**config.mk**
```make
export PLATFORM = sky130hd
export DESIGN_NAME = spi_sram_bridge
export DESIGN_NICKNAME = d
export VERILOG_FILES = /design/src/common/bridge_pkg.sv /design/src/common/spi_pkg.sv /design/src/spi_sram_bridge.sv /design/src/sram_master/sram_spi_master.sv /design/src/bridge/bridge_sequencer.sv /design/src/spi_slave/spi_slave_port.sv
export VERILOG_INCLUDE_DIRS = /design/src /design/src/common
export SDC_FILE = /design/constraint.sdc
export NUM_CORES = 1
export LEC_CHECK = 0
export ABC_AREA = 0
export BUFFER_PORTS_ARGS = -buffer_cell sky130_fd_sc_hd__buf_4
export CAP_MARGIN = 20
export CORE_MARGIN = 1
export CORE_UTILIZATION = 36
export DETAILED_ROUTE_END_ITERATION = 16
export PLACE_DENSITY = 0.5
export SLEW_MARGIN = 20
export SYNTH_ARGS = -nofsm -noshare
export SYNTH_HDL_FRONTEND = slang
export SYNTH_SLANG_ARGS = --single-unit
```
**constraint.sdc**
```tcl
create_clock -name clk -period 2.2 [get_ports clk]
set_clock_uncertainty 0.15 [all_clocks]
set_input_delay 0.55 -clock clk [delete_from_list [all_inputs] [get_ports clk]]
set_output_delay 0.55 -clock clk [all_outputs]
set_load 0.01 [all_outputs]
```
**src/common/bridge_settings.svh**
```systemverilog
`ifndef BRIDGE_SETTINGS_SVH
`define BRIDGE_SETTINGS_SVH

// SRAM byte address
`define SRAM_ADDR_BITS 24

`define SPI_BYTE_BITS 8

// clk cycles per SRAM sck half period
`define SRAM_CLK_DIV 2

`endif
```
**src/common/bridge_pkg.sv**
```systemverilog
`default_nettype none

`include "bridge_settings.svh"

package bridge_pkg;

    typedef logic [`SRAM_ADDR_BITS-1:0] sram_addr_t;

    typedef enum logic [2:0] {
        SEQ_IDLE, SEQ_OPCODE, SEQ_ADDR, SEQ_WRITE_DATA, SEQ_READ_FETCH, SEQ_READ_STREAM, SEQ_DRAIN
    } seq_state_e;

    typedef enum logic [2:0] {
        SRAM_IDLE, SRAM_SEND_CMD, SRAM_XFER_BYTE, SRAM_ACK, SRAM_HOLD
    } sram_state_e;

endpackage

`default_nettype wire

```
**src/common/spi_pkg.sv**
```systemverilog
`default_nettype none

`include "bridge_settings.svh"

package spi_pkg;

    typedef logic [`SPI_BYTE_BITS-1:0] spi_byte_t;

    // Host and SRAM share the same command set
    typedef enum logic [7:0] {
        OP_WRITE = 8'h02,
        OP_READ  = 8'h03
    } spi_opcode_e;

endpackage

`default_nettype wire

```
**src/spi_sram_bridge.sv**
```systemverilog
`timescale 1ns/1ps
`default_nettype none

`include "bridge_settings.svh"

module spi_sram_bridge
    import spi_pkg::*, bridge_pkg::*;
(
    input  logic clk,
    input  logic rst,
    input  logic spi_sck,
    input  logic spi_cs_n,
    input  logic spi_mosi,
    output logic spi_miso,
    output logic sram_sck,
    output logic sram_cs_n,
    output logic sram_mosi,
    input  logic sram_miso,
    output logic idle
);

    spi_byte_t  rx_byte;
    logic       rx_valid;
    logic       frame_active;
    logic       tx_taken;
    spi_byte_t  tx_byte;
    logic       tx_load;
    logic       wb_cyc;
    logic       wb_stb;
    logic       wb_we;
    sram_addr_t wb_adr;
    spi_byte_t  wb_dat_w;
    spi_byte_t  wb_dat_r;
    logic       wb_ack;

    spi_slave_port u_slave (
        .clk, .rst, .spi_sck, .spi_cs_n, .spi_mosi, .spi_miso,
        .rx_byte, .rx_valid, .frame_active, .tx_taken, .tx_byte, .tx_load
    );

    bridge_sequencer u_seq (
        .clk, .rst, .rx_byte, .rx_valid, .frame_active, .tx_taken, .tx_byte, .tx_load,
        .wb_cyc, .wb_stb, .wb_we, .wb_adr, .wb_dat_w, .wb_dat_r, .wb_ack, .idle
    );

    sram_spi_master #(.CLK_DIV(`SRAM_CLK_DIV)) u_sram (
        .clk, .rst, .wb_cyc, .wb_stb, .wb_we, .wb_adr, .wb_dat_w, .wb_dat_r, .wb_ack,
        .sram_sck, .sram_cs_n, .sram_mosi, .sram_miso
    );

endmodule

`default_nettype wire

```
**src/sram_master/sram_spi_master.sv**
```systemverilog
`timescale 1ns/1ps
`default_nettype none

`include "bridge_settings.svh"

module sram_spi_master
    import spi_pkg::*, bridge_pkg::*;
#(
    parameter int CLK_DIV = `SRAM_CLK_DIV
) (
    input  logic       clk,
    input  logic       rst,
    input  logic       wb_cyc,
    input  logic       wb_stb,
    input  logic       wb_we,
    input  sram_addr_t wb_adr,
    input  spi_byte_t  wb_dat_w,
    output spi_byte_t  wb_dat_r,
    output logic       wb_ack,
    output logic       sram_sck,
    output logic       sram_cs_n,
    output logic       sram_mosi,
    input  logic       sram_miso
);

    localparam int CMD_BITS = `SPI_BYTE_BITS + `SRAM_ADDR_BITS;
    localparam int CNT_W    = $clog2(CMD_BITS);
    localparam int DIV_W    = $clog2(CLK_DIV + 1);

    sram_state_e         state;
    logic [DIV_W-1:0]    div_cnt;
    logic [CNT_W-1:0]    bit_cnt;
    logic [CMD_BITS-1:0] tx_shift;
    spi_byte_t           rx_shift;
    spi_opcode_e         opcode;
    logic                shifting;
    logic                tick;
    logic                sck_rise;
    logic                sck_fall;
    logic                last_bit;

    assign opcode    = wb_we ? OP_WRITE : OP_READ;
    assign shifting  = (state == SRAM_SEND_CMD) || (state == SRAM_XFER_BYTE);
    assign tick      = shifting && (div_cnt == DIV_W'(CLK_DIV - 1));
    assign sck_rise  = tick && !sram_sck;
    assign sck_fall  = tick && sram_sck;
    assign last_bit  = (bit_cnt == '0);
    assign sram_mosi = tx_shift[CMD_BITS-1];

    always_ff @(posedge clk) begin
        if (rst) begin
            state     <= SRAM_IDLE;
            div_cnt   <= '0;
            bit_cnt   <= '0;
            tx_shift  <= '0;
            sram_sck  <= 1'b0;
            sram_cs_n <= 1'b1;
            wb_ack    <= 1'b0;
        end else begin
            wb_ack <= 1'b0;
            if (shifting) begin
                div_cnt <= tick ? '0 : div_cnt + 1'b1;
            end
            if (sck_rise) begin
                sram_sck <= 1'b1;
            end
            if (sck_fall) begin // Next bit goes out while sck is low
                sram_sck <= 1'b0;
                tx_shift <= tx_shift << 1;
                bit_cnt  <= bit_cnt - 1'b1;
            end
            case (state)
                SRAM_IDLE: begin
                    if (wb_cyc && wb_stb) begin
                        sram_cs_n <= 1'b0;
                        tx_shift  <= {opcode, wb_adr};
                        bit_cnt   <= CNT_W'(CMD_BITS - 1);
                        div_cnt   <= '0;
                        state     <= SRAM_SEND_CMD;
                    end
                end
                SRAM_SEND_CMD: begin
                    if (sck_fall && last_bit) begin
                        tx_shift <= {wb_dat_w, {`SRAM_ADDR_BITS{1'b0}}};
                        bit_cnt  <= CNT_W'(`SPI_BYTE_BITS - 1);
                        state    <= SRAM_XFER_BYTE;
                    end
                end
                SRAM_XFER_BYTE: begin
                    if (sck_fall && last_bit) begin
                        wb_ack <= 1'b1;
                        state  <= SRAM_ACK;
                    end
                end
                SRAM_ACK: state <= SRAM_HOLD;
                SRAM_HOLD: begin
                    // cs stays low, SRAM keeps its address counter
                    if (!wb_cyc) begin
                        sram_cs_n <= 1'b1;
                        state     <= SRAM_IDLE;
                    end else if (wb_stb) begin
                        tx_shift <= {wb_dat_w, {`SRAM_ADDR_BITS{1'b0}}};
                        bit_cnt  <= CNT_W'(`SPI_BYTE_BITS - 1);
                        div_cnt  <= '0;
                        state    <= SRAM_XFER_BYTE;
                    end
                end
                default: state <= SRAM_IDLE;
            endcase
        end
    end

    always_ff @(posedge clk) begin
        if (sck_rise) begin
            rx_shift <= {rx_shift[`SPI_BYTE_BITS-2:0], sram_miso};
        end
        if (state == SRAM_XFER_BYTE && sck_fall && last_bit) begin
            wb_dat_r <= rx_shift;
        end
    end

    a_ack_with_stb: assert property (@(posedge clk) disable iff (rst) wb_ack |-> wb_stb);

endmodule

`default_nettype wire

```
**src/bridge/bridge_sequencer.sv**
```systemverilog
`timescale 1ns/1ps
`default_nettype none

`include "bridge_settings.svh"

module bridge_sequencer
    import spi_pkg::*, bridge_pkg::*;
(
    input  logic       clk,
    input  logic       rst,
    input  spi_byte_t  rx_byte,
    input  logic       rx_valid,
    input  logic       frame_active,
    input  logic       tx_taken,
    output spi_byte_t  tx_byte,
    output logic       tx_load,
    output logic       wb_cyc,
    output logic       wb_stb,
    output logic       wb_we,
    output sram_addr_t wb_adr,
    output spi_byte_t  wb_dat_w,
    input  spi_byte_t  wb_dat_r,
    input  logic       wb_ack,
    output logic       idle
);

    localparam int ADDR_BYTES = `SRAM_ADDR_BITS / `SPI_BYTE_BITS;
    localparam int ADDR_KEEP  = `SRAM_ADDR_BITS - `SPI_BYTE_BITS;

    seq_state_e state;
    logic [1:0] addr_cnt;
    logic       addr_last;
    logic       wr_accept;

    assign addr_last = (addr_cnt == 2'(ADDR_BYTES - 1));
    assign wr_accept = (state == SEQ_WRITE_DATA) && frame_active && rx_valid && !wb_stb;

    always_ff @(posedge clk) begin
        if (rst) begin
            state    <= SEQ_IDLE;
            addr_cnt <= '0;
            wb_cyc   <= 1'b0;
            wb_stb   <= 1'b0;
            wb_we    <= 1'b0;
            tx_load  <= 1'b0;
            idle     <= 1'b1;
        end else begin
            tx_load <= 1'b0;
            idle    <= (state == SEQ_IDLE) && !frame_active;
            case (state)
                SEQ_IDLE: begin
                    if (frame_active) begin
                        state <= SEQ_OPCODE;
                    end
                end
                SEQ_OPCODE: begin
                    if (!frame_active) begin
                        state <= SEQ_IDLE;
                    end else if (rx_valid) begin
                        addr_cnt <= '0;
                        case (rx_byte)
                            OP_WRITE: begin
                                wb_we <= 1'b1;
                                state <= SEQ_ADDR;
                            end
                            OP_READ: begin
                                wb_we <= 1'b0;
                                state <= SEQ_ADDR;
                            end
                            default: state <= SEQ_DRAIN; // Unsupported, sit out the frame
                        endcase
                    end
                end
                SEQ_ADDR: begin
                    if (!frame_active) begin
                        state <= SEQ_IDLE;
                    end else if (rx_valid) begin
                        addr_cnt <= addr_cnt + 2'd1;
                        if (addr_last) begin
                            wb_cyc <= 1'b1;
                            if (wb_we) begin
                                state <= SEQ_WRITE_DATA;
                            end else begin
                                wb_stb <= 1'b1; // First fetch right away
                                state  <= SEQ_READ_FETCH;
                            end
                        end
                    end
                end
                SEQ_WRITE_DATA: begin
                    if (wb_stb) begin
                        if (wb_ack) begin
                            wb_stb <= 1'b0;
                        end
                    end else if (!frame_active) begin
                        wb_cyc <= 1'b0;
                        state  <= SEQ_IDLE;
                    end else if (wr_accept) begin
                        wb_stb <= 1'b1;
                    end
                end
                SEQ_READ_FETCH: begin
                    // tx_taken of the dummy byte start lands here and is dropped
                    if (wb_ack) begin
                        wb_stb  <= 1'b0;
                        tx_load <= 1'b1;
                        state   <= SEQ_READ_STREAM;
                    end
                end
                SEQ_READ_STREAM: begin
                    if (!frame_active) begin
                        wb_cyc <= 1'b0;
                        state  <= SEQ_IDLE;
                    end else if (tx_taken) begin
                        wb_stb <= 1'b1;
                        state  <= SEQ_READ_FETCH;
                    end
                end
                SEQ_DRAIN: begin
                    if (!frame_active) begin
                        state <= SEQ_IDLE;
                    end
                end
                default: state <= SEQ_IDLE;
            endcase
        end
    end

    always_ff @(posedge clk) begin
        if (state == SEQ_ADDR && rx_valid) begin
            wb_adr <= {wb_adr[ADDR_KEEP-1:0], rx_byte}; // MSB first
        end
        if (wr_accept) begin
            wb_dat_w <= rx_byte;
        end
        if (state == SEQ_READ_FETCH && wb_ack) begin
            tx_byte <= wb_dat_r;
        end
    end

    a_stb_in_cyc: assert property (@(posedge clk) disable iff (rst) wb_stb |-> wb_cyc);

endmodule

`default_nettype wire

```
**src/spi_slave/spi_slave_port.sv**
```systemverilog
`timescale 1ns/1ps
`default_nettype none

`include "bridge_settings.svh"

module spi_slave_port
    import spi_pkg::*;
(
    input  logic      clk,
    input  logic      rst,
    input  logic      spi_sck,
    input  logic      spi_cs_n,
    input  logic      spi_mosi,
    output logic      spi_miso,
    output spi_byte_t rx_byte,
    output logic      rx_valid,
    output logic      frame_active,
    output logic      tx_taken,
    input  spi_byte_t tx_byte,
    input  logic      tx_load
);

    localparam int BIT_W = $clog2(`SPI_BYTE_BITS);

    logic [1:0]       sck_sync;
    logic [1:0]       cs_sync;
    logic [1:0]       mosi_sync;
    logic             sck_prev;
    logic             sck_rise;
    logic             sck_fall;
    logic [BIT_W-1:0] bit_cnt;
    logic             byte_done;
    spi_byte_t        shift_in;
    spi_byte_t        shift_out;
    spi_byte_t        tx_buf;

    // Two flop synchronizers, bit 1 is the safe copy
    always_ff @(posedge clk) begin
        if (rst) begin
            sck_sync  <= 2'b00;
            cs_sync   <= 2'b11;
            mosi_sync <= 2'b00;
            sck_prev  <= 1'b0;
        end else begin
            sck_sync  <= {sck_sync[0], spi_sck};
            cs_sync   <= {cs_sync[0], spi_cs_n};
            mosi_sync <= {mosi_sync[0], spi_mosi};
            sck_prev  <= sck_sync[1];
        end
    end

    assign sck_rise     = sck_sync[1] & ~sck_prev;
    assign sck_fall     = ~sck_sync[1] & sck_prev;
    assign frame_active = ~cs_sync[1];
    assign byte_done    = frame_active && sck_rise && (bit_cnt == BIT_W'(`SPI_BYTE_BITS - 1));
    assign spi_miso     = shift_out[`SPI_BYTE_BITS-1]; // MSB first

    always_ff @(posedge clk) begin
        if (rst) begin
            bit_cnt   <= '0;
            rx_valid  <= 1'b0;
            tx_taken  <= 1'b0;
            shift_out <= '0;
            tx_buf    <= '0;
        end else begin
            rx_valid <= byte_done;
            tx_taken <= 1'b0;
            if (tx_load) begin
                tx_buf <= tx_byte;
            end
            if (!frame_active) begin
                bit_cnt   <= '0;
                shift_out <= '0;
            end else if (sck_rise) begin
                bit_cnt <= bit_cnt + 1'b1;
            end else if (sck_fall) begin
                if (bit_cnt == '0) begin // Byte boundary
                    shift_out <= tx_buf;
                    tx_taken  <= 1'b1;
                end else begin
                    shift_out <= {shift_out[`SPI_BYTE_BITS-2:0], 1'b0};
                end
            end
        end
    end

    always_ff @(posedge clk) begin
        if (frame_active && sck_rise) begin
            shift_in <= {shift_in[`SPI_BYTE_BITS-2:0], mosi_sync[1]};
        end
        if (byte_done) begin
            rx_byte <= {shift_in[`SPI_BYTE_BITS-2:0], mosi_sync[1]};
        end
    end

endmodule

`default_nettype wire

```
==> impl_results.rst <==
.. list-table::
   :header-rows: 1

   * - Metric
     - Value
   * - Filler cell count in the final layout
     - 1,582
   * - Number of placed I/O pins
     - 11
   * - TritonCTS buffer count
     - 17
   * - Status
     - completed
   * - R2R cell count
     - 4
   * - Count of H-tree levels built during CTS
     - 4
   * - Final number of setup-violating endpoints
     - 0
   * - Mapped Nets
     - 516
   * - Average cell area after synthesis
     - 12.1 um^2
   * - Antenna violations before repair
     - 0
   * - Power per cell area
     - 854 nW/um^2
   * - Timing-limited maximum frequency
     - 494 MHz
   * - Highest ir drop seen on vdd
     - 0.000512 V
   * - EDFF count, synth
     - 71
   * - Most used flip-flop cell after synthesis
     - dfxtp_1
   * - Number of clock sinks
     - 154
   * - Static leakage
     - 0.00239 uW
   * - Fin util
     - 42.9%
   * - Average vias per placed instance
     - 4.90
   * - Total half-perimeter wirelength after legalization and detailed placement
     - ~7500 um
   * - Final routed DRC violation total
     - 0
   * - Worst slew margin relative to its limit
     - 36.1%
   * - Total congestion overflow after global routing
     - 0
   * - Combinational share of power
     - under 10%
   * - Initial Util
     - 36.9%
   * - Startpoint of the most critical register-to-register path
     - u_seq.state[2]
   * - Class of the tightest hold or removal check
     - in -> reg
   * - Total count of hold-check failures in the final report
     - 0
   * - Start point of the critical path
     - u_seq.state[2]
   * - Number of detailed-route iterations in the first pass
     - 4
   * - Combined area of all synthesized cells
     - roughly 6000 um^2
   * - Global placer's final weighted congestion
     - 0.815
   * - Std-Cell Core Area
     - 16,600 um^2
   * - Portion of the clock cycle consumed by the worst path in the final layout
     - 92.1%
   * - Clock-pin transition on the worst setup and hold timing paths
     - 0.06 ns
   * - Worst EP required
     - 2.35 ns
   * - Maximum fanout encountered on the critical timing path
     - 15
   * - Area fraction of the dominant cell type after synthesis
     - a little over a third
   * - Internal power component
     - about 4800 uW
   * - Worst-Margin Slew
     - 0.956 ns
   * - Most frequent standard cell in the layout excluding fill and tap cells
     - dfxtp_1
   * - CTS Buffer Depth
     - 2
   * - Growth of design area from synthesis to finish
     - 16.4%
   * - Antenna-violating nets left
     - 0
   * - Height of the die
     - 132 um
   * - First-pass GRT wire length
     - ~19,000 um
   * - Synth warn
     - 0
   * - Via total after detailed routing
     - 3,727
   * - Maximum capacitance violations
     - 0
   * - Library cell occupying the most area in the post-synthesis netlist
     - edfxtp_1
   * - Final min period
     - 2.03 ns
   * - Cell count after synthesis
     - approximately 500
   * - Die area
     - 17,500 um^2
   * - Pin count of the biggest net entering global routing
     - 32
   * - Number of slew-limit violations in the final report
     - 0
   * - ANT cells
     - 0
   * - Worst hold slack
     - approximately 0.16 ns
   * - Part of the power in the clock network
     - between 40 and 50%
   * - Most frequent cells in the layout
     - dfxtp_1, edfxtp_1, mux2i_1, nand2_1
   * - Post-CTS Repair Setup Buffers
     - 0
   * - Global routing usage summed across all routing layers
     - a little over an eighth
   * - Endpoint of the lowest-slack register-to-register path
     - u_seq.state[1]
   * - Port Buf Inserts
     - 10
   * - Number of placement rows
     - 47
   * - Critical path endpoint category
     - flop
   * - Clock insertion delay at the later pin of the skew report
     - 0.41 ns
   * - Critical Path Source Type
     - flop
   * - Share of final-layout standard cells stronger than drive strength 1
     - between 10% and 20%
   * - Hold bufs inserted after CTS
     - 0
   * - Clock root cell
     - clkbuf_16
   * - Sequential cell fraction of total power
     - 49.5%
   * - Number of different library cells in the post-synthesis netlist
     - 63
   * - Wire length per cell
     - about 14 um
   * - Most area-consuming cells after synthesis
     - edfxtp_1, dfxtp_1, mux2i_1, nand2_1, nor2_1
   * - Share of synthesized area occupied by flip-flops and latches
     - 62.1%
   * - Vias in the first global route
     - 3,754
   * - Psw
     - approximately 1200 uW
   * - RSZ-0062 raised after global routing
     - false
   * - Die span in x
     - approximately 130 um
   * - Total routed wirelength
     - between 10,000 and 15,000 um
   * - Setup CP Type
     - reg -> reg
   * - DRC marker count from the first detailed-route iteration
     - 250
   * - Data arrival time of the worst path
     - 2.18 ns
   * - Post-synthesis sequential element count
     - 154
   * - Post-synthesis async set-or-reset flop share
     - 0%
   * - Register-to-register setup slack
     - 0.17 ns
   * - Setup crit end
     - u_seq.state[1]
   * - CTS tree
     - built
   * - Setup TNS
     - 0 ns
   * - Number of nets in the layout
     - between 500 and 600
   * - Switching Fraction
     - between 20% and 30%
worst max-delay path: stages, from the launching register on:
cell and delay (ns):
dfxtp_1 0.60, nand2b_1 0.22, o211a_1 0.29, o32ai_2 0.28, mux2_2 0.37
kinds of logic after synthesis:
family / share of synthesized area (%)
DFF: 62.1
and+or+nand+nor: 13.4
xor gates and xnor gates: 1.31
buffers and inverters: 3.72
adders and majority gates: 1.23
muxes: 7.90
AOI/OAI and AO/OA: 10.4
how the worst min path moves through the flow:
stage | from | end | depth (start not counted)
after floorplan | u_slave.cs_sync[0] | u_slave.cs_sync[1] | 1
after global placement | u_slave.cs_sync[0] | u_slave.cs_sync[1] | 1
after detailed placement | u_slave.cs_sync[0] | u_slave.cs_sync[1] | 1
after CTS | sram_miso | u_sram.rx_shift[0] | 1
after global routing | sram_miso | u_sram.rx_shift[0] | 1
final | sram_miso | u_sram.rx_shift[0] | 1
final cells by class:
cell class	count	area (um^2)	share of cell area [%]
flip-flops and latches	154	3790	53.3
multi-input cells	306	2100	29.6
clock buffers	21	470	6.61
repair buffers	36	308	4.32
well taps	220	275	3.87
clock inverters	11	118	1.65
inverters	13	48.8	0.686
flip-flops by register name, indices dropped and copies added (netlist names), 3 cells and up:
signal             cells
u_sram.tx_shift       32
u_slave.shift_in       7
u_sram.state           3
u_sram.rx_shift        8
u_slave.bit_cnt        3
u_seq.wb_adr          24
u_slave.shift_out      8
u_sram.bit_cnt         5
u_slave.tx_buf         8
u_sram.wb_dat_r        8
u_seq.state            3
u_seq.wb_dat_w         8
u_slave.rx_byte        8
u_seq.tx_byte          8
synth_stat cells, drive strengths merged, types with 4 or more instances:
cell / number
nand2: 37
a21oi: 24
xnor2: 6
nand3b: 5
mux2i: 46
inv: 13
o2bb2ai: 6
and3: 5
nor3: 11
nand2b: 8
o31ai: 4
ha: 6
edfxtp: 71
nor2: 33
a211oi: 12
nor4: 5
buf: 18
o21ai: 27
nor3b: 8
clkbuf: 13
dfxtp: 83
and2: 4
nor2b: 13
routing by layer:
metal,track usage [%],routed length [um]
met4,5.24,168
met1,18.2,5340
met2,20.7,4960
met3,3.73,326
met5,0,0
timing repair:
action,CTS,global route
hold endpoints to repair,0,0
endpoints found under the setup margin,0,6
gates resized for setup,0,1
metrics by stage:
step                      std cells  instance area (um^2)  setup WS, ns  total power (uW)
after global placement          729                  6520         0.227              3280
after CTS                       761                  7110         0.184              6140
final                           761                  7120         0.174              6080
after floorplan                 504                  6110        0.0671              3220
after global routing            761                  7120        0.0225              6290
after detailed placement        729                  6520         0.206              3280
power groups by stage:
stage	clock, uW	combinational [uW]	sequential [uW]
finish	2860	208	3010
global route	3040	229	3010
CTS	2930	209	3010
detailed placement	0	206	3070
global placement	0	205	3070
floorplan	0	161	3060
Note: power is estimated with default switching activity, not from simulation.
